[src/source/lsu_pkg.sv]
package lsu_pkg;

    localparam int word_bits     = 32;
    localparam int reg_addr_bits = 5;

    typedef enum logic [3:0] {
        op_lb  = 4'd0,
        op_lbu = 4'd1,
        op_lh  = 4'd2,
        op_lhu = 4'd3,
        op_lw  = 4'd4,
        op_lwl = 4'd5,
        op_lwr = 4'd6,
        op_sb  = 4'd7,
        op_sh  = 4'd8,
        op_sw  = 4'd9
    } mem_op_t;     // codes 10..15 decode as no-op

    // one-hot kind vector, load bits keep the classic positions
    typedef logic [11:0] mem_inst_t;

    localparam int mi_lw  = 0;
    localparam int mi_sw  = 1;
    localparam int mi_lb  = 2;
    localparam int mi_lbu = 3;
    localparam int mi_lh  = 4;
    localparam int mi_lhu = 5;
    localparam int mi_lwl = 6;
    localparam int mi_lwr = 7;
    localparam int mi_sb  = 8;
    localparam int mi_sh  = 9;     // bits 10 and 11 spare

    typedef struct packed {
        logic [word_bits-1:0]     pc_tag;
        logic [word_bits-1:0]     addr;
        logic [word_bits-1:0]     rt_value;
        mem_inst_t                mem_inst;
        logic                     res_from_mem;
        logic                     gr_we;
        logic [reg_addr_bits-1:0] dest;
        logic                     ex;
        logic                     store_flow;
    } dec_payload_t;

    typedef struct packed {
        logic [word_bits-1:0]     pc_tag;
        logic [word_bits-1:0]     addr;
        logic [word_bits-1:0]     rt_value;
        mem_inst_t                mem_inst;
        logic                     res_from_mem;
        logic                     gr_we;
        logic [reg_addr_bits-1:0] dest;
        logic                     ex;
        logic                     store_flow;
    } res_payload_t;

endpackage

[src/source/mem_op_decode.sv]
module mem_op_decode
    import lsu_pkg::*;
(
    input  mem_op_t                  op,
    input  logic [word_bits-1:0]     addr,
    input  logic [word_bits-1:0]     rt_value,
    input  logic [reg_addr_bits-1:0] dest,
    input  logic [word_bits-1:0]     tag,
    output dec_payload_t             payload
);

    mem_inst_t kind;
    logic      is_load;
    logic      is_store;
    logic      half_acc;
    logic      word_acc;
    logic      misaligned;

    always_comb begin
        kind = '0;
        case (op)
            op_lb:   kind[mi_lb]  = 1'b1;
            op_lbu:  kind[mi_lbu] = 1'b1;
            op_lh:   kind[mi_lh]  = 1'b1;
            op_lhu:  kind[mi_lhu] = 1'b1;
            op_lw:   kind[mi_lw]  = 1'b1;
            op_lwl:  kind[mi_lwl] = 1'b1;
            op_lwr:  kind[mi_lwr] = 1'b1;
            op_sb:   kind[mi_sb]  = 1'b1;
            op_sh:   kind[mi_sh]  = 1'b1;
            op_sw:   kind[mi_sw]  = 1'b1;
            default: kind = '0;     // no-op, flows through without a write
        endcase
    end

    assign is_load  = kind[mi_lw] | kind[mi_lb] | kind[mi_lbu] | kind[mi_lh]
                    | kind[mi_lhu] | kind[mi_lwl] | kind[mi_lwr];
    assign is_store = kind[mi_sb] | kind[mi_sh] | kind[mi_sw];

    assign half_acc = kind[mi_lh] | kind[mi_lhu] | kind[mi_sh];
    assign word_acc = kind[mi_lw] | kind[mi_sw];

    // lwl/lwr take any offset
    assign misaligned = (half_acc & addr[0]) | (word_acc & (addr[1:0] != 2'b00));

    always_comb begin
        payload.pc_tag       = tag;
        payload.addr         = addr;
        payload.rt_value     = rt_value;
        payload.mem_inst     = kind;
        payload.res_from_mem = is_load;
        payload.gr_we        = is_load & ~misaligned;
        payload.dest         = dest;
        payload.ex           = misaligned;
        payload.store_flow   = is_store | misaligned;   // no wait on ram data
    end

endmodule

[config.mk]
export PLATFORM = sky130hd
export DESIGN_NAME = mem_op_decode
export DESIGN_NICKNAME = d
export VERILOG_FILES = /design/src/source/lsu_pkg.sv /design/src/source/mem_op_decode.sv
export SDC_FILE = /design/constraint.sdc
export NUM_CORES = 1
export LEC_CHECK = 0
export ABC_AREA = 0
export BUFFER_PORTS_ARGS = -buffer_cell sky130_fd_sc_hd__buf_4
export CORE_AREA = 2 2 86 88
export DETAILED_ROUTE_END_ITERATION = 12
export DIE_AREA = 0 0 88 90
export PLACE_DENSITY_LB_ADDON = 0.15
export SYNTH_ARGS = -nofsm -noshare
export SYNTH_HDL_FRONTEND = slang
export SYNTH_SLANG_ARGS = --single-unit
[constraint.sdc]
create_clock -name vclk -period 1.05
set_clock_uncertainty 0.2 [all_clocks]
set_input_delay 0.0525 -clock vclk [all_inputs]
set_output_delay 0.0525 -clock vclk [all_outputs]
set_load 0.05 [all_outputs]
==> results.cfg <==
[setup_path]
crit_path_start = op[1]
cp-start-kind = input pin
cp_slowest_stage_delay_ns = 0.55
cp.arrival_ns = 0.97
required_ns = 0.80
critical_path.cell_chain = buf_6 > or4_4 > o221ai_4 > buf_6
cp-end-kind = primary output
crit_type = in2out
cp_slowest_cell = or4_4
path_max_fanout = 3
cp_common_cell = buf_6

[clock_network]
post_cts_buffers = 0

[timing]
rsz0062_at_grt = true
worst_pin_slew_ns = 0.556
hold_viol = 0
setup_ws_ns = -0.174
slew_violations = 0
fmax_ghz = 0.817
min_period_ns = 1.22
maxSlewHeadroom_pct = 63.1
min_period_over_period_pct = 117
setup_viol = 5

[placed_design]
gp_congestion = 0.636
io_buffers = 22
pre_cts_slack_ns = -0.227
place_area_sq_um = 719
dpl.hpwl_um = 2590

[cells_and_area]
antenna_cells = 0
drive_above_1_share_pct = 35.2
clkbuf_count = 0
seq_cells = 0
fin_nets = 269
final_cell_area_sq_um = 2090
seq_area_sq_um = 0
areaGrowthSynthToFinish_pct = 113

[hold_path]
min_from = addr[0]
min_path_cells = 2
holdPathEnd = payload[53]
hold_path.class = in2out

[grt]
grt_max_degree = 11
grt_usage_pct = 8.16
antenna_found_initial = 0
grt_pass1_wl_um = 5260
grt_pass1_vias = 877
grt_remaining_overflow = 0

[floorplanning]
die_area_sq_um = 7920
fp-row-count = 31
io_pins = 222
initial_utilization_pct = 14.0
die_x_um = 88
core_area_sq_um = 7020
die_h_um = 90

[detailed_routing]
vias = 861
firstDrtPassIters = 4
vias_per_cell = 3.30
first_iter_violations = 4
wl_um = 3820
drtAntennaViolNets = 0
drc = 0
routedWlPerCell_um = 14.6

[power]
p_per_area_nw_per_um2 = 718
worst_ir_drop_vdd_uv = 300
power_leakage_nw = 1.61

[synth]
yosysWarnings = 0
synth_cells = 139
yosysSeqAreaShare_pct = 0
syn_area_per_cell_sq_um = 7.07
yosysUniqueCellTypes = 18
syn_area_sq_um = 982

[outcome]
violations = setup timing
status = finished, violations left

[job]
cap_violations = 0
[cells in the mapped netlist, drive strengths merged]
cell | n | area (sq um)
a21oi | 1 | 5.00
o221ai | 1 | 8.76
mux2i | 1 | 10.0
nand2 | 1 | 3.75
nor4 | 1 | 6.26
conb | 1 | 3.75
a31oi | 1 | 6.26
nor2 | 5 | 18.8
nand2b | 5 | 31.3
nor2b | 1 | 6.26
nor3 | 7 | 35.0
or4 | 1 | 11.3
nand3 | 2 | 10.0
o21ai | 1 | 5.00
buf | 109 | 815
or3 | 1 | 6.26
[layout by cell type, fill, tap and decap left out]
cell type and instances:
a21oi_1 1, a31oi_2 1, buf_12 3, buf_4 12
buf_6 15, buf_8 2, conb_1 2, dlymetal6s4s_1 99
mux2i_4 1, nand2_2 1, nand2b_1 1, nand2b_4 4
nand3_1 1, nand3_2 1, nor2_1 1, nor2_2 1
nor2_4 3, nor2b_2 1, nor3_2 1, nor3_4 6
nor4_4 1, o21ai_4 1, o221ai_4 1, or3_4 1
or4_4 1
[worst max path at each step]
stage,end,slack (ns)
floorplan,payload[7],-0.16
global placement,payload[0],-0.22
detailed placement,payload[0],-0.23
CTS,payload[0],-0.18
global route,payload[0],-0.20
finish,payload[0],-0.17
[kinds of logic after synthesis]
group	share of synthesized area [%]
AO/OA/AOI/OAI	2.55
multiplexers	1.02
AND/OR/NAND/NOR	13.1
other	0.382
buffers and inverters	82.9
[power breakdown]
group	switching (mW)	total [mW]	leakage, nW	internal, mW
sequential	0	0	0	0
combinational	1.03	1.50	1.61	0.471
clock	0	0	0	0
[worst max-delay path: cells and delay by family]
family,cells,cell delay (ns)
buf+inv,2,0.27
simple gates,1,0.55
compound gates,1,0.08
[per-layer routing]
layer	GRT usage, %	wire, um	up-vias
met5	0	0	-
met4	0	0	0
met3	1.56	391	0
met2	17.9	2420	90
met1	7.75	1010	396
li1	-	-	375
[timing repair]
| action | CTS | global route |
|---|---|---|
| pin swaps | 8 | 1 |
| resized for setup | 26 | 105 |
| setup endpoints to repair | 14 | 106 |
| hold endpoints to repair | 99 | 0 |
| hold buffers | 99 | 0 |
[area by class of cell]
cell class	count	area (sq um)
Tap cell	99	124
Multi-Input combinational cell	31	377
Timing Repair Buffer	131	1590
Fill cell	711	4930
[stage by stage]
stage / utilization (%) / total power [mW] / hold WS, ns / TNS (ns) / std cells
final: 29.7 / 1.50 / 0.222 / -0.486 / 261
after global routing: 29.7 / 1.54 / 0.234 / -0.657 / 261
after CTS: 25.8 / 1.44 / 0.228 / -11.49 / 261
after detailed placement: 10.2 / 0.352 / -0.0947 / -1.32 / 163
after global placement: 10.2 / 0.353 / -0.0947 / -1.29 / 163
after floorplan: - / 1.28 / 0.0589 / -0.749 / 140
(Power assumes the default switching activity.)
