File: config.mk
export PLATFORM = sky130hd
export DESIGN_NAME = load_align_result
export DESIGN_NICKNAME = d
export VERILOG_FILES = /design/src/source/lsu_pkg.sv /design/src/source/load_align_result.sv
export SDC_FILE = /design/constraint.sdc
export NUM_CORES = 1
export LEC_CHECK = 0
export BUFFER_PORTS_ARGS = -buffer_cell sky130_fd_sc_hd__buf_2
export CAP_MARGIN = 20
export CORE_UTILIZATION = 44
export DETAILED_ROUTE_END_ITERATION = 7
export GPL_TIMING_DRIVEN = 0
export PLACE_DENSITY = 0.86
export SYNTH_ARGS = -nofsm -noshare
export SYNTH_HDL_FRONTEND = slang
export SYNTH_SLANG_ARGS = --single-unit
File: constraint.sdc
create_clock -name clk -period 5.55 [get_ports clk]
set_clock_uncertainty 0.2 [all_clocks]
set_input_delay 0.8325 -clock clk [delete_from_list [all_inputs] [get_ports clk]]
set_output_delay 0.8325 -clock clk [all_outputs]
set_load 0.01 [all_outputs]
File: src/source/lsu_pkg.sv
package lsu_pkg;

    localparam int word_bits     = 32;
    localparam int reg_addr_bits = 5;

    typedef enum logic [3:0] {
        op_lb  = 4'd0,
        op_lbu = 4'd1,
        op_lh  = 4'd2,
        op_lhu = 4'd3,
        op_lw  = 4'd4,
        op_lwl = 4'd5,
        op_lwr = 4'd6,
        op_sb  = 4'd7,
        op_sh  = 4'd8,
        op_sw  = 4'd9
    } mem_op_t;     // codes 10..15 decode as no-op

    // one-hot kind vector, load bits keep the classic positions
    typedef logic [11:0] mem_inst_t;

    localparam int mi_lw  = 0;
    localparam int mi_sw  = 1;
    localparam int mi_lb  = 2;
    localparam int mi_lbu = 3;
    localparam int mi_lh  = 4;
    localparam int mi_lhu = 5;
    localparam int mi_lwl = 6;
    localparam int mi_lwr = 7;
    localparam int mi_sb  = 8;
    localparam int mi_sh  = 9;     // bits 10 and 11 spare

    typedef struct packed {
        logic [word_bits-1:0]     pc_tag;
        logic [word_bits-1:0]     addr;
        logic [word_bits-1:0]     rt_value;
        mem_inst_t                mem_inst;
        logic                     res_from_mem;
        logic                     gr_we;
        logic [reg_addr_bits-1:0] dest;
        logic                     ex;
        logic                     store_flow;
    } dec_payload_t;

    typedef struct packed {
        logic [word_bits-1:0]     pc_tag;
        logic [word_bits-1:0]     addr;
        logic [word_bits-1:0]     rt_value;
        mem_inst_t                mem_inst;
        logic                     res_from_mem;
        logic                     gr_we;
        logic [reg_addr_bits-1:0] dest;
        logic                     ex;
        logic                     store_flow;
    } res_payload_t;

endpackage

File: src/source/load_align_result.sv
module load_align_result
    import lsu_pkg::*;
(
    input  logic                     clk,
    input  logic                     reset,
    input  logic                     valid,
    input  res_payload_t             payload,
    input  logic [word_bits-1:0]     ram_rdata,
    input  logic                     ram_busy,
    input  logic                     wb_allowin,
    output logic                     ready_go,
    output logic                     wb_valid,
    output logic                     wb_ex,
    output logic                     wb_we,
    output logic [reg_addr_bits-1:0] wb_dest,
    output logic [word_bits-1:0]     wb_data,
    output logic [word_bits-1:0]     wb_tag,
    output logic [reg_addr_bits-1:0] fwd_dest,
    output logic [word_bits-1:0]     fwd_data
);

    logic                 have_data;
    logic [word_bits-1:0] rdata_r;
    logic [word_bits-1:0] rdata;
    logic [word_bits-1:0] rt;
    logic [1:0]           off;
    logic [7:0]           lb_byte;
    logic [15:0]          lh_half;
    logic [word_bits-1:0] lwl_res;
    logic [word_bits-1:0] lwr_res;
    logic [word_bits-1:0] mem_data;
    logic [word_bits-1:0] final_result;

    assign ready_go = payload.store_flow | ~ram_busy;
    assign wb_valid = valid & ready_go;

    // hold the read word once it arrives, the ram port may move on
    always_ff @(posedge clk) begin
        if (reset) begin
            have_data <= 1'b0;
        end else if (wb_valid && wb_allowin) begin
            have_data <= 1'b0;
        end else if (valid && !ram_busy) begin
            have_data <= 1'b1;
        end
    end

    always_ff @(posedge clk) begin
        if (valid && !ram_busy && !have_data) begin
            rdata_r <= ram_rdata;
        end
    end

    assign rdata = have_data ? rdata_r : ram_rdata;
    assign rt    = payload.rt_value;
    assign off   = payload.addr[1:0];

    always_comb begin
        case (off)
            2'd0: begin
                lb_byte = rdata[7:0];
                lwl_res = {rdata[7:0], rt[23:0]};
                lwr_res = rdata;
            end
            2'd1: begin
                lb_byte = rdata[15:8];
                lwl_res = {rdata[15:0], rt[15:0]};
                lwr_res = {rt[31:24], rdata[31:8]};
            end
            2'd2: begin
                lb_byte = rdata[23:16];
                lwl_res = {rdata[23:0], rt[7:0]};
                lwr_res = {rt[31:16], rdata[31:16]};
            end
            default: begin
                lb_byte = rdata[31:24];
                lwl_res = rdata;
                lwr_res = {rt[31:8], rdata[31:24]};
            end
        endcase
    end

    assign lh_half = off[1] ? rdata[31:16] : rdata[15:0];     // odd offsets never get here

    always_comb begin
        if (payload.mem_inst[mi_lb]) begin
            mem_data = {{24{lb_byte[7]}}, lb_byte};
        end else if (payload.mem_inst[mi_lbu]) begin
            mem_data = {24'd0, lb_byte};
        end else if (payload.mem_inst[mi_lh]) begin
            mem_data = {{16{lh_half[15]}}, lh_half};
        end else if (payload.mem_inst[mi_lhu]) begin
            mem_data = {16'd0, lh_half};
        end else if (payload.mem_inst[mi_lwl]) begin
            mem_data = lwl_res;
        end else if (payload.mem_inst[mi_lwr]) begin
            mem_data = lwr_res;
        end else begin
            mem_data = rdata;     // lw
        end
    end

    assign final_result = payload.res_from_mem ? mem_data : payload.addr;

    assign wb_ex    = payload.ex;
    assign wb_we    = payload.gr_we & wb_valid;
    assign wb_dest  = payload.dest;
    assign wb_data  = final_result;
    assign wb_tag   = payload.pc_tag;
    assign fwd_dest = payload.dest & {reg_addr_bits{wb_valid}};     // zero when idle
    assign fwd_data = final_result;

endmodule

==> results_dict.tcl <==
set metrics [dict create \
    endpoint_kind "primary output" \
    tritoncts_clock_tree "built" \
    dr_wl_met2_um 7840 \
    finish.net_count 932 \
    cellLeakagePower_uw 0.00261 \
    grt_pass1_wl_um 26300 \
    drt-pass1-iter-count 6 \
    ctsHoldBuffers 0 \
    drcViolationCount 0 \
    layout-drive-gt1-share_pct 47.0 \
    place.detailed.hpwl_um 14100 \
    placedCellCount 907 \
    finalCoreUtilization_pct 58.8 \
    worst_setup_path_start_kind "input port" \
    power.ir.vdd_worst_v 0.000135 \
    worstPathArrival_ns 3.01 \
    async_flop_share_pct 0 \
    worst-path-max-fanout 10 \
    distinct_cell_type_count_after_synthesis 41 \
    met3RoutedLength_um 1880 \
    clkLatencyLatePin_ns 0.29 \
    run_status "completed" \
    top_cells_by_area_synth "sky130_fd_sc_hd__edfxtp_1 21%, sky130_fd_sc_hd__buf_4 12%, sky130_fd_sc_hd__mux2i_1 8.5%, sky130_fd_sc_hd__mux2_2 7.1%, sky130_fd_sc_hd__a211oi_1 6.5%" \
    wirelength_met1_um 6820 \
    mappedNetlistNets 703 \
    die_height_um 104 \
    cells_along_the_critical_path "buf_2 -> buf_2 -> clkinv_1 -> nand2_1 -> o22ai_1 -> nor4_1 -> o22a_1 -> buf_4 -> buf_2" \
    multi_input_area_um2 2880 \
    synth_most_common_cell "sky130_fd_sc_hd__buf_4" \
    yosys.area.top_type_share_pct 20.8 \
    worst_path_largest_cell_delay_ns 0.47 \
    post_route_fraction_of_the_period_consumed_by_the_critical_path_pct 72.9 \
    cpMaxStageDelayCell "sky130_fd_sc_hd__nor4_1" \
    num_antenna_cells 0 \
    final_cell_count_without_fillers 915 \
    grt_pass1_vias 5028 \
    route.vias.total 5449 \
    die_x_um 104 \
    cts.clk_slew.worst_paths_ns 0.08 \
    io_pins 264 \
    postRouteAntennaNets 0 \
    netlist_top_cells_count "71 x sky130_fd_sc_hd__buf_4, 57 x sky130_fd_sc_hd__nor2_1, 48 x sky130_fd_sc_hd__a21oi_1" \
    fin_setup_tns_ns 0 \
    synthesis.area_per_instance_um2 8.41 \
    achievable-frequency_ghz 0.247 \
    critical-path-top-cell-by-count "sky130_fd_sc_hd__buf_2" \
    post_cts.resized_instances 0 \
    drt-total-wl_um 17200 \
    num_rows 37 \
    timing.final.crit_period_ns 4.05 \
    yosysSeqAreaShare_pct 21.3 \
    initial_utilization_pct 45.1 \
    grt_antenna_before_repair 0 \
    synth_warn 0 \
    seq_area_um2 981 \
    place.gp.congestion 0.999 \
    route.top_layer_used "met4" \
    min_path_type "in -> reg" \
    wl_per_cell_um 18.9 \
    synthesis.area_um2 4610 \
    fp.dieArea_um2 10900 \
    drv_cap 0 \
    grt_max_degree 33 \
    worst_slew_pin_slew_ns 0.982 \
    avgViaCountPerCell 5.96 \
    core_area_um2 10200 \
    p_per_area_nw_per_um2 174 \
    cts_made_buffers 5 \
    report.final.setup_viol 0 \
    synth_enable_flop_cells 32 \
    portBuffers 222 \
    timing.max_slew.rel_slack_pct 34.4 \
    postSynth.topFlopCell "sky130_fd_sc_hd__edfxtp_1" \
    path_class "in -> out" \
    cts_root_buffer "sky130_fd_sc_hd__clkbuf_8" \
    syn_to_final_growth_pct 30.3 \
    globalRouteOverflowTotal 0 \
    yosys.area.top_type "sky130_fd_sc_hd__edfxtp_1" \
    cts_htree_levels 2 \
    drtIter0Drc 544 \
    final_hold_violations 0 \
    track_usage_pct 30.8 \
    netlist_instances 549 \
    reg2regPathDepth 4 \
    grt_setup_unrepaired "no" \
    cts.sink_count 33 \
    required_time_at_the_worst_slack_endpoint_ns 4.52 \
    cts_setup_buffers 0 \
    hold-path-cell-count 2 \
    nFillCells 998 \
    slew_viol_final 0 \
    synth-seq-cells 33 \
    clockBufferDepth 2 \
]
## report_power, final
part	total [uW]	internal (uW)	switching [uW]
Combinational	506	233	274
Clock	244	133	112
Sequential	293	287	6.44
## final timing paths
kind,slack [ns],startpoint,end
setup / recovery,1.50,payload[54],wb_data[11]
hold / removal,0.48,reset,have_data$_SDFFE_PP0P_
setup reg to reg,3.29,have_data$_SDFFE_PP0P_,rdata_r[27]$_DFFE_PP_
hold reg to reg,0.88,have_data$_SDFFE_PP0P_,have_data$_SDFFE_PP0P_
## cells in the final DEF, fill, tap and decap left out, types with 2 or more instances in the layout
master                      count
sky130_fd_sc_hd__buf_2        237
sky130_fd_sc_hd__buf_4         71
sky130_fd_sc_hd__nor2_1        57
sky130_fd_sc_hd__a21oi_1       48
sky130_fd_sc_hd__a211oi_1      40
sky130_fd_sc_hd__mux2i_1       39
sky130_fd_sc_hd__edfxtp_1      32
sky130_fd_sc_hd__mux2_2        29
sky130_fd_sc_hd__o22ai_1       29
sky130_fd_sc_hd__clkbuf_1      20
sky130_fd_sc_hd__nand2_1       15
sky130_fd_sc_hd__o22a_1        15
sky130_fd_sc_hd__o21ai_0       14
sky130_fd_sc_hd__mux4_2        11
sky130_fd_sc_hd__nor2b_1       10
sky130_fd_sc_hd__nor3_1         9
sky130_fd_sc_hd__o31ai_1        8
sky130_fd_sc_hd__a2111oi_0      8
sky130_fd_sc_hd__or3_1          8
sky130_fd_sc_hd__nor4b_1        7
sky130_fd_sc_hd__nor4_1         7
sky130_fd_sc_hd__a221o_1        7
sky130_fd_sc_hd__nand2b_1       6
sky130_fd_sc_hd__and3_1         6
sky130_fd_sc_hd__buf_1          6
sky130_fd_sc_hd__or2_2          5
sky130_fd_sc_hd__clkbuf_8       5
sky130_fd_sc_hd__and2_1         4
sky130_fd_sc_hd__buf_6          4
sky130_fd_sc_hd__inv_1          3
sky130_fd_sc_hd__o21a_1         2
sky130_fd_sc_hd__a211o_1        2
sky130_fd_sc_hd__clkinv_1       2
sky130_fd_sc_hd__o221ai_1       2
## stage by stage
step / instance area, um2 / power (uW) / setup WS (ns) / hold WS [ns]
finish: 6010 / 1040 / 1.50 / 0.481
global route: 6010 / 1090 / 1.37 / 0.486
CTS: 6010 / 1040 / 1.63 / 0.481
detailed placement: 5900 / 795 / 1.64 / 0.794
global placement: 5900 / 790 / 1.59 / 0.792
floorplan: 4610 / 610 / 2.12 / 0.702
## kinds of logic after synthesis
kind of cell / count (synthesis) / share of synthesized area [%]
and+or+nand+nor: 137 / 14.8
muxes: 79 / 20.9
AOI/OAI and AO/OA: 180 / 26.4
DFF: 33 / 21.3
buffers and inverters: 120 / 16.6
## sequential cells by signal, indices dropped and copies added, names as in the netlist
| signal | count |
|---|---|
| have_data | 1 |
| rdata_r | 32 |
## routing by layer
| layer | vias to the layer above | GRT usage, % |
|---|---|---|
| met5 | - | 0 |
| met4 | 0 | 13.0 |
| met3 | 58 | 7.14 |
| met2 | 377 | 49.1 |
| met1 | 2506 | 39.6 |
| li1 | 2508 | - |
## worst max-delay path, delay by kind of cell
kind / cells / cell delay [ns]
AO/OA/AOI/OAI: 2 / 0.35
buffers and inverters: 5 / 1.01
AND/OR/NAND/NOR: 2 / 0.81
## final cells by class
type | count | area share [%]
Sequential cell | 33 | 16.3
Timing Repair Buffer | 222 | 18.5
Inverter | 4 | 0.250
Tap cell | 136 | 2.83
Buffer | 116 | 12.5
Multi-Input combinational cell | 396 | 47.8
Clock buffer | 5 | 1.14
Clock inverter | 3 | 0.687
No activity file was read; power rests on OpenSTA's default activity.
