==> src/source/lsu_pkg.sv <==
package lsu_pkg;

    localparam int word_bits     = 32;
    localparam int reg_addr_bits = 5;

    typedef enum logic [3:0] {
        op_lb  = 4'd0,
        op_lbu = 4'd1,
        op_lh  = 4'd2,
        op_lhu = 4'd3,
        op_lw  = 4'd4,
        op_lwl = 4'd5,
        op_lwr = 4'd6,
        op_sb  = 4'd7,
        op_sh  = 4'd8,
        op_sw  = 4'd9
    } mem_op_t;     // codes 10..15 decode as no-op

    // one-hot kind vector, load bits keep the classic positions
    typedef logic [11:0] mem_inst_t;

    localparam int mi_lw  = 0;
    localparam int mi_sw  = 1;
    localparam int mi_lb  = 2;
    localparam int mi_lbu = 3;
    localparam int mi_lh  = 4;
    localparam int mi_lhu = 5;
    localparam int mi_lwl = 6;
    localparam int mi_lwr = 7;
    localparam int mi_sb  = 8;
    localparam int mi_sh  = 9;     // bits 10 and 11 spare

    typedef struct packed {
        logic [word_bits-1:0]     pc_tag;
        logic [word_bits-1:0]     addr;
        logic [word_bits-1:0]     rt_value;
        mem_inst_t                mem_inst;
        logic                     res_from_mem;
        logic                     gr_we;
        logic [reg_addr_bits-1:0] dest;
        logic                     ex;
        logic                     store_flow;
    } dec_payload_t;

    typedef struct packed {
        logic [word_bits-1:0]     pc_tag;
        logic [word_bits-1:0]     addr;
        logic [word_bits-1:0]     rt_value;
        mem_inst_t                mem_inst;
        logic                     res_from_mem;
        logic                     gr_we;
        logic [reg_addr_bits-1:0] dest;
        logic                     ex;
        logic                     store_flow;
    } res_payload_t;

endpackage

==> src/source/mem_access_unit.sv <==
module mem_access_unit
    import lsu_pkg::*;
(
    input  logic                 valid,
    input  dec_payload_t         payload,
    input  logic                 next_allowin,
    input  logic                 ram_busy,
    output logic                 ready_go,
    output logic                 ram_en,
    output logic [3:0]           ram_we,
    output logic [word_bits-3:0] ram_addr,
    output logic [word_bits-1:0] ram_wdata,
    output res_payload_t         res_payload
);

    logic                 is_store;
    logic                 access;
    logic                 issue;
    logic [1:0]           lane;
    logic [3:0]           byte_en;
    logic [word_bits-1:0] store_data;

    assign lane     = payload.addr[1:0];
    assign is_store = payload.mem_inst[mi_sb] | payload.mem_inst[mi_sh]
                    | payload.mem_inst[mi_sw];

    // a load waits while a slow read ahead of it is still pending
    assign ready_go = !(ram_busy && payload.res_from_mem);

    assign access = (payload.res_from_mem | is_store) & ~payload.ex;
    assign issue  = valid & ready_go & next_allowin & access;   // once, on transfer

    always_comb begin
        if (payload.mem_inst[mi_sb]) begin
            byte_en    = 4'b0001 << lane;
            store_data = {4{payload.rt_value[7:0]}};
        end else if (payload.mem_inst[mi_sh]) begin
            byte_en    = lane[1] ? 4'b1100 : 4'b0011;
            store_data = {2{payload.rt_value[15:0]}};
        end else begin
            byte_en    = 4'b1111;
            store_data = payload.rt_value;
        end
    end

    assign ram_en    = issue;
    assign ram_we    = (issue && is_store) ? byte_en : 4'b0000;
    assign ram_addr  = payload.addr[word_bits-1:2];     // word index
    assign ram_wdata = store_data;

    // an excepted item carries no memory kind into the result stage
    always_comb begin
        res_payload.pc_tag       = payload.pc_tag;
        res_payload.addr         = payload.addr;
        res_payload.rt_value     = payload.rt_value;
        res_payload.mem_inst     = payload.ex ? '0 : payload.mem_inst;
        res_payload.res_from_mem = payload.res_from_mem & ~payload.ex;
        res_payload.gr_we        = payload.gr_we;
        res_payload.dest         = payload.dest;
        res_payload.ex           = payload.ex;
        res_payload.store_flow   = payload.store_flow;
    end

endmodule

==> config.mk <==
export PLATFORM = sky130hd
export DESIGN_NAME = mem_access_unit
export DESIGN_NICKNAME = d
export VERILOG_FILES = /design/src/source/lsu_pkg.sv /design/src/source/mem_access_unit.sv
export SDC_FILE = /design/constraint.sdc
export NUM_CORES = 1
export LEC_CHECK = 0
export BUFFER_PORTS_ARGS = -buffer_cell sky130_fd_sc_hd__buf_2
export CORE_AREA = 3 3 118 120
export DETAILED_ROUTE_END_ITERATION = 16
export DIE_AREA = 0 0 121 123
export PLACE_DENSITY_LB_ADDON = 0.3
export SYNTH_ARGS = -nofsm -noshare
export SYNTH_HDL_FRONTEND = slang
export SYNTH_SLANG_ARGS = --single-unit
==> constraint.sdc <==
create_clock -name vclk -period 0.83
set_input_delay 0.0415 -clock vclk [all_inputs]
set_output_delay 0.0415 -clock vclk [all_outputs]
set_load 0.005 [all_outputs]
==> flow_summary.html, run 1 <==
<table>
<tr><th>Metric</th><th>Value</th></tr>
<tr><th colspan="2">Worst setup path</th></tr>
<tr><td>Required time of the worst setup path</td><td>0.79 ns</td></tr>
<tr><td>Sort of element at the end of the critical path</td><td>output pin</td></tr>
<tr><td>Max FO, Critical Path</td><td>5</td></tr>
<tr><td>Arrival @ worst endpoint</td><td>0.87 ns</td></tr>
<tr><td>Critical Path Source</td><td>payload[17]</td></tr>
<tr><td>Category of the most critical setup path</td><td>primary input to output pin</td></tr>
<tr><td>Critical Path End</td><td>ram_wdata[23]</td></tr>
<tr><td>Startpoint Class</td><td>primary input</td></tr>
<tr><th colspan="2">Place</th></tr>
<tr><td>Half-perimeter wire length after detailed placement</td><td>4270 um</td></tr>
<tr><td>Global placer's final weighted congestion</td><td>0.706</td></tr>
<tr><td>Port-buffer cells</td><td>137</td></tr>
<tr><td>Cell total after placement</td><td>405</td></tr>
<tr><th colspan="2">Synth</th></tr>
<tr><td>Mean area per synthesized cell</td><td>7.09 um2</td></tr>
<tr><td>Cell area after synthesis</td><td>1600 um2</td></tr>
<tr><td>Commonest cells in the synthesized netlist</td><td>142 x sky130_fd_sc_hd__buf_4, 13 x sky130_fd_sc_hd__nor2b_1, 9 x sky130_fd_sc_hd__nand2_1</td></tr>
<tr><td>Share of the synthesized area in the top cell type</td><td>0.666</td></tr>
<tr><td>Most frequent cell after synthesis</td><td>sky130_fd_sc_hd__buf_4</td></tr>
<tr><td>Count of different cell masters after synthesis</td><td>22</td></tr>
<tr><td>Share of synthesized area occupied by flip-flops and latches</td><td>0</td></tr>
<tr><td>Cell accounting for the most synthesized area</td><td>sky130_fd_sc_hd__buf_4</td></tr>
<tr><td>Leading post-synthesis cells by cell area</td><td>sky130_fd_sc_hd__buf_4 67%, sky130_fd_sc_hd__nor2b_1 5.1%, sky130_fd_sc_hd__mux2i_1 5.0%</td></tr>
<tr><td>YS warnings</td><td>0</td></tr>
<tr><td>Instance count of the mapped netlist</td><td>226</td></tr>
<tr><td>Net Count, Synth</td><td>346</td></tr>
<tr><th colspan="2">Drt</th></tr>
<tr><td>Number of nets still failing antenna checks after routing</td><td>0</td></tr>
<tr><td>Drt wl/cell</td><td>12.3 um</td></tr>
<tr><td>Detailed Routing Iterations Pass 1</td><td>4</td></tr>
<tr><td>Routed vias/inst</td><td>3.19</td></tr>
<tr><td>Number of remaining DRC errors</td><td>0</td></tr>
<tr><td>Via Count</td><td>1302</td></tr>
<tr><td>Final routed wirelength across all metal layers</td><td>5020 um</td></tr>
<tr><td>Routed length on met3</td><td>631 um</td></tr>
<tr><td>Routed met2 length</td><td>2610 um</td></tr>
<tr><td>Post-route met1 wirelength</td><td>1500 um</td></tr>
<tr><td>Max layer used</td><td>met4</td></tr>
<tr><td>1st-iter DRT viols</td><td>22</td></tr>
<tr><th colspan="2">Hold path</th></tr>
<tr><td>Min-Delay Path Class</td><td>primary input to output pin</td></tr>
<tr><th colspan="2">STA</th></tr>
<tr><td>Unrepaired setup endpoints after global routing</td><td>true</td></tr>
<tr><td>Worst path setup slack after routing</td><td>-0.0817 ns</td></tr>
<tr><td>Share of the clock period used by the worst path</td><td>1.10</td></tr>
<tr><td>Final Max Tran Viols</td><td>0</td></tr>
<tr><td>Timing-limited maximum frequency</td><td>1.10 GHz</td></tr>
<tr><td>Hold violation total from the final report</td><td>0</td></tr>
<tr><td>Worst-margin pin slew</td><td>0.233 ns</td></tr>
<tr><td>Setup-failing EPs final</td><td>12</td></tr>
<tr><td>Worst slew slack as a fraction of its limit</td><td>0.845</td></tr>
<tr><td>Fin crit period</td><td>0.912 ns</td></tr>
<tr><th colspan="2">Power</th></tr>
<tr><td>Worst vdd rail ir drop</td><td>0.108 mV</td></tr>
<tr><td>Clk pwr share</td><td>0</td></tr>
<tr><td>Leak pwr</td><td>0.000934 uW</td></tr>
<tr><td>Switching power</td><td>356 uW</td></tr>
<tr><td>Total power</td><td>828 uW</td></tr>
<tr><td>Pwr Density</td><td>488 nW/um2</td></tr>
<tr><td>Sequential share of power</td><td>0</td></tr>
<tr><td>Switching share of total power</td><td>0.430</td></tr>
<tr><td>Internal cell power</td><td>472 uW</td></tr>
<tr><td>Logic pwr share</td><td>1.000</td></tr>
<tr><th colspan="2">Global route</th></tr>
<tr><td>Total congestion overflow</td><td>0</td></tr>
<tr><td>Maximum number of pins on one net before global-route repair</td><td>23</td></tr>
<tr><td>Antenna violations before repair</td><td>0</td></tr>
<tr><td>GRT Resource Usage Total</td><td>0.0560</td></tr>
<tr><td>Vias in the first global route</td><td>1232</td></tr>
<tr><td>First-pass GRT wire length</td><td>6560 um</td></tr>
<tr><th colspan="2">Finish</th></tr>
<tr><td>Layout overhead on the synthesized area</td><td>5.86%</td></tr>
<tr><td>Share of layout cells above drive strength 1</td><td>0.724</td></tr>
<tr><td>Final-layout clock buffer total</td><td>0</td></tr>
<tr><td>Number of fillers in the final layout</td><td>1519</td></tr>
<tr><td>Utilization of the core after routing</td><td>0.130</td></tr>
<tr><td>Antenna cells</td><td>0</td></tr>
<tr><td>Flip-flop and latch count</td><td>0</td></tr>
<tr><td>Final cell count without fillers</td><td>408</td></tr>
<tr><td>Multi-input gate area in the final layout</td><td>529 um2</td></tr>
<tr><td>Combined flip-flop and latch cell area</td><td>0 um2</td></tr>
<tr><td>Net total in the final layout</td><td>354</td></tr>
<tr><th colspan="2">Run status</th></tr>
<tr><td>Failing checks</td><td>setup timing</td></tr>
<tr><td>Status</td><td>complete, but fails checks</td></tr>
<tr><th colspan="2">Die</th></tr>
<tr><td>Vertical die dimension</td><td>123 um</td></tr>
<tr><td>Num rows</td><td>42</td></tr>
<tr><td>Area of the die</td><td>14900 um2</td></tr>
<tr><td>Horiz. Die Dim</td><td>121 um</td></tr>
<tr><td>Initial Util</td><td>0.122</td></tr>
<tr><td>Core region area</td><td>13100 um2</td></tr>
<tr><td># IOs</td><td>305</td></tr>
<tr><th colspan="2">Run</th></tr>
<tr><td>Max-Cap Viols</td><td>0</td></tr>
</table>
-- worst max-delay path, stage by stage --
cell and delay [ns]:
sky130_fd_sc_hd__buf_8 0.10, sky130_fd_sc_hd__nor2_4 0.14, sky130_fd_sc_hd__buf_6 0.16, sky130_fd_sc_hd__mux2_4 0.31, sky130_fd_sc_hd__buf_6 0.12
-- how the worst min path moves through the flow --
stage	startpoint	to	slack, ns	cells past startpoint
after floorplan	payload[1]	res_payload[20]	0.11	1
after global routing	payload[5]	res_payload[5]	0.08	0
final	payload[111]	res_payload[111]	0.08	0
after CTS	payload[103]	res_payload[103]	0.08	0
after detailed placement	payload[103]	res_payload[103]	0.08	0
after global placement	payload[103]	res_payload[103]	0.08	0
-- area by class of cell --
class	count	share of cell area
Timing Repair Buffer	153	0.540
Multi-Input combinational cell	71	0.312
Tap cell	176	0.130
Inverter	8	0.0177
-- cells in the final DEF, fill, tap and decap left out, types with 2 or more instances in the layout --
cell	netlist	routed
sky130_fd_sc_hd__a21o_1	2	2
sky130_fd_sc_hd__buf_8	0	3
sky130_fd_sc_hd__mux2_4	0	8
sky130_fd_sc_hd__nand2_1	9	9
sky130_fd_sc_hd__buf_12	0	2
sky130_fd_sc_hd__nand3b_1	2	2
sky130_fd_sc_hd__mux2i_1	8	8
sky130_fd_sc_hd__a21oi_2	0	4
sky130_fd_sc_hd__buf_2	2	127
sky130_fd_sc_hd__buf_4	142	11
sky130_fd_sc_hd__inv_1	8	8
sky130_fd_sc_hd__o21ai_0	8	8
sky130_fd_sc_hd__o21ai_1	8	8
sky130_fd_sc_hd__buf_6	1	10
sky130_fd_sc_hd__nor2b_1	13	13
-- power groups by stage --
| stage | sequential (uW) | clock, uW | combinational (uW) |
|---|---|---|---|
| global placement | 0 | 0 | 731 |
| detailed placement | 0 | 0 | 729 |
| CTS | 0 | 0 | 799 |
| floorplan | 0 | 0 | 771 |
| global route | 0 | 0 | 915 |
| finish | 0 | 0 | 828 |
-- kinds of logic (layout without fill, tap and decap cells) --
group	Yosys count	in the layout	share of synthesized area
simple gates	32	32	0.116
buf+inv	155	161	0.702
compound gates	23	23	0.0750
mux	16	16	0.106
-- repair_timing --
action,in CTS,in global routing
buffers inserted,3,0
cloned,0,0
hold buffers,0,0
gates resized for setup,18,13
endpoints found under the setup margin,21,22
pin swaps,3,3
-- routing by layer --
layer,vias up,track usage
li1,581,-
met1,555,0.0456
met2,131,0.119
met3,35,0.0137
met4,0,0.0297
met5,-,0
-- through the flow --
| stage | area, um2 | setup TNS [ns] | hold WS, ns | worst slack [ns] |
|---|---|---|---|---|
| floorplan | 1600 | 0 | 0.113 | 0.191 |
| global placement | 1540 | -1.99 | 0.0830 | -0.164 |
| detailed placement | 1540 | -2.17 | 0.0830 | -0.170 |
| CTS | 1640 | -0.987 | 0.0830 | -0.0975 |
| global route | 1700 | -1.16 | 0.0830 | -0.124 |
| finish | 1700 | -0.689 | 0.0830 | -0.0817 |
Power figures use the tool's default switching activity.
==> run 2: changes to the inputs <==
CELL_PAD_IN_SITES_DETAIL_PLACEMENT = 1   (was unset)
CELL_PAD_IN_SITES_GLOBAL_PLACEMENT = 2   (was unset)
CORE_AREA = unset   (was 3 3 118 120)
CORE_MARGIN = 3   (was unset)
CORE_UTILIZATION = 10   (was unset)
DIE_AREA = unset   (was 0 0 121 123)
SETUP_SLACK_MARGIN = 0.15   (was unset)
==> run 2 against run 1 <==
The flow still finishes with violations (setup timing). Global-route usage rose by 0.53 points. Power rose by 9.4%. Cell area rose by 6.2%. Wire length rose by 22%. Non-clock buffer count fell by 2. Final cell count rose by 8.1%. Combinational power rose by 9.3%. First-iteration DRC count fell by 41%. Via count rose by 0.46%. Sequential share of layout area did not move. Maximum frequency fell by 2.1%. Critical endpoint is now ram_wdata[21].
==> flow_summary.html, run 2 (synthesized netlist as in run 1, its figures left out) <==
<table>
<tr><th>Metric</th><th>Value</th></tr>
<tr><th colspan="2">Finish</th></tr>
<tr><td>Number of fillers in the final layout</td><td>1921 (+26%)</td></tr>
<tr><td>Share of layout cells above drive strength 1</td><td>0.757 (+0.0324)</td></tr>
<tr><td>Highest-count cells in the layout ignoring fill and taps</td><td>127 x sky130_fd_sc_hd__buf_2, 12 x sky130_fd_sc_hd__nor2b_1, 12 x sky130_fd_sc_hd__buf_6</td></tr>
<tr><td>Antenna cells</td><td>0 (unchanged)</td></tr>
<tr><td>Layout overhead on the synthesized area</td><td>12.4%</td></tr>
<tr><td>Utilization of the core after routing</td><td>0.117 (-0.0129)</td></tr>
<tr><td>Final cell count without fillers</td><td>441 (+8.1%)</td></tr>
<tr><td>Flip-flop and latch count</td><td>0 (unchanged)</td></tr>
<tr><td>Most common cell after layout, fill and taps aside</td><td>sky130_fd_sc_hd__buf_2</td></tr>
<tr><td>Post-route design area</td><td>1800 um2 (+6.2%)</td></tr>
<tr><td>Final-layout clock buffer total</td><td>0 (unchanged)</td></tr>
<tr><td>Combined flip-flop and latch cell area</td><td>0 um2 (unchanged)</td></tr>
<tr><td>Net total in the final layout</td><td>352 (-0.56%)</td></tr>
<tr><th colspan="2">Place</th></tr>
<tr><td>Half-perimeter wire length after detailed placement</td><td>5090 um (+19%)</td></tr>
<tr><td>Placed standard-cell area</td><td>1580 um2 (+2.7%)</td></tr>
<tr><td>Dpl ws</td><td>-0.180 ns (-0.0105 ns)</td></tr>
<tr><td>Cell total after placement</td><td>438 (+8.1%)</td></tr>
<tr><td>Global placer's final weighted congestion</td><td>0.682 (-3.5%)</td></tr>
<tr><td>Port-buffer cells</td><td>137 (unchanged)</td></tr>
<tr><th colspan="2">Drt</th></tr>
<tr><td>Routed vias/inst</td><td>2.97 (-7.1%)</td></tr>
<tr><td>1st-iter DRT viols</td><td>13 (-41%)</td></tr>
<tr><td>Detailed Routing Iterations Pass 1</td><td>2 (-2)</td></tr>
<tr><td>Via Count</td><td>1308 (+0.46%)</td></tr>
<tr><td>Number of remaining DRC errors</td><td>0 (unchanged)</td></tr>
<tr><td>Drt wl/cell</td><td>13.9 um (+13%)</td></tr>
<tr><td>Final routed wirelength across all metal layers</td><td>6130 um (+22%)</td></tr>
<tr><td>Number of nets still failing antenna checks after routing</td><td>0 (unchanged)</td></tr>
<tr><th colspan="2">Worst setup path</th></tr>
<tr><td>Arrival @ worst endpoint</td><td>0.89 ns (+0.02 ns)</td></tr>
<tr><td>Sort of element at the end of the critical path</td><td>output pin</td></tr>
<tr><td>Category of the most critical setup path</td><td>primary input to output pin</td></tr>
<tr><td>Startpoint Class</td><td>primary input</td></tr>
<tr><td>Max FO, Critical Path</td><td>5 (unchanged)</td></tr>
<tr><td>Required time of the worst setup path</td><td>0.79 ns (about the same)</td></tr>
<tr><th colspan="2">STA</th></tr>
<tr><td>Share of the clock period used by the worst path</td><td>1.12 (+0.0233)</td></tr>
<tr><td>Minimum hold slack</td><td>0.0830 ns (+0.000000500 ns)</td></tr>
<tr><td>Worst-margin pin slew</td><td>0.156 ns (-0.0776 ns)</td></tr>
<tr><td>Timing-limited maximum frequency</td><td>1.07 GHz (-2.1%)</td></tr>
<tr><td>Setup-failing EPs final</td><td>12 (unchanged)</td></tr>
<tr><td>Unrepaired setup endpoints after global routing</td><td>true</td></tr>
<tr><td>Final Max Tran Viols</td><td>0 (unchanged)</td></tr>
<tr><td>Worst slew slack as a fraction of its limit</td><td>0.893 (+0.0487)</td></tr>
<tr><td>Hold violation total from the final report</td><td>0 (unchanged)</td></tr>
<tr><td>Worst path setup slack after routing</td><td>-0.101 ns (-0.0194 ns)</td></tr>
<tr><td>Fin crit period</td><td>0.931 ns (+0.0194 ns)</td></tr>
<tr><th colspan="2">Power</th></tr>
<tr><td>Internal cell power</td><td>505 uW (+7.1%)</td></tr>
<tr><td>Sequential share of power</td><td>0 (unchanged)</td></tr>
<tr><td>Clk pwr share</td><td>0 (unchanged)</td></tr>
<tr><td>Pwr Density</td><td>503 nW/um2 (+3.0%)</td></tr>
<tr><td>Leak pwr</td><td>0.000955 uW (+2.3%)</td></tr>
<tr><td>Worst vdd rail ir drop</td><td>0.0890 mV (-18%)</td></tr>
<tr><td>Switching share of total power</td><td>0.442 (+0.0117)</td></tr>
<tr><td>Switching power</td><td>400 uW (+12%)</td></tr>
<tr><td>Logic pwr share</td><td>1.000 (about the same)</td></tr>
<tr><th colspan="2">Run status</th></tr>
<tr><td>Status</td><td>complete, but fails checks</td></tr>
<tr><td>Failing checks</td><td>setup timing</td></tr>
<tr><th colspan="2">Global route</th></tr>
<tr><td>Vias in the first global route</td><td>1332 (+8.1%)</td></tr>
<tr><td>Maximum number of pins on one net before global-route repair</td><td>15 (-35%)</td></tr>
<tr><td>First-pass GRT wire length</td><td>8400 um (+28%)</td></tr>
<tr><td>Antenna violations before repair</td><td>1 (+1)</td></tr>
<tr><td>Total congestion overflow</td><td>0 (unchanged)</td></tr>
<tr><td>GRT Resource Usage Total</td><td>0.0612 (+0.00527)</td></tr>
<tr><th colspan="2">Hold path</th></tr>
<tr><td>Min-Delay Path Class</td><td>primary input to output pin</td></tr>
<tr><th colspan="2">Die</th></tr>
<tr><td>Num rows</td><td>45 (+7.1%)</td></tr>
<tr><td># IOs</td><td>305 (unchanged)</td></tr>
<tr><td>Initial Util</td><td>0.104 (-0.0186)</td></tr>
<tr><td>Horiz. Die Dim</td><td>133 um (+9.5%)</td></tr>
<tr><td>Core region area</td><td>15400 um2 (+18%)</td></tr>
<tr><td>Vertical die dimension</td><td>133 um (+7.8%)</td></tr>
<tr><td>Area of the die</td><td>17600 um2 (+18%)</td></tr>
<tr><th colspan="2">Run</th></tr>
<tr><td>Max-Cap Viols</td><td>0 (unchanged)</td></tr>
</table>
run 2: metrics by stage:
stage | setup TNS [ns] | power (uW)
floorplan | 0 | 771
global placement | -2.64 | 766
detailed placement | -2.98 | 767
CTS | -1.13 | 915
global route | -1.50 | 996
finish | -0.894 | 905
run 2: power groups by stage:
stage	combinational, uW	sequential [uW]	clock [uW]
final	905	0	0
after global routing	996	0	0
after CTS	915	0	0
after detailed placement	767	0	0
after global placement	766	0	0
after floorplan	771	0	0
run 2: final timing paths:
path	end	depth (start not counted)	slack (ns)	from
hold / removal	res_payload[109]	0	0.08	payload[109]
setup / recovery	ram_wdata[21]	5	-0.10	payload[18]
run 2: final cells by class:
| type | instances | area, um2 | area share |
|---|---|---|---|
| multi-input combinational | 71 | 556 | 0.309 |
| tap | 211 | 264 | 0.147 |
| inverter | 8 | 30.0 | 0.0167 |
| timing repair buffer | 151 | 951 | 0.528 |
run 2: critical path: stages:
cell,delay [ns]
sky130_fd_sc_hd__buf_8,0.11
sky130_fd_sc_hd__nor2_4,0.16
sky130_fd_sc_hd__buf_12,0.16
sky130_fd_sc_hd__mux2_4,0.31
sky130_fd_sc_hd__buf_6,0.12
run 2: metal layers:
metal	GRT usage	share of wire	vias up
met5	0	0.0033	-
li1	-	-	582
met1	0.0624	0.34	564
met3	0.0186	0.12	53
met4	0.0398	0.075	2
met2	0.108	0.47	107
run 2: what timing repair did:
item	CTS	global route
cloned	1	0
resized for setup	40	10
setup buffers	2	0
hold endpoints to repair	0	0
endpoints found under the setup margin	31	32
hold buffers	0	0
pin swaps	6	3
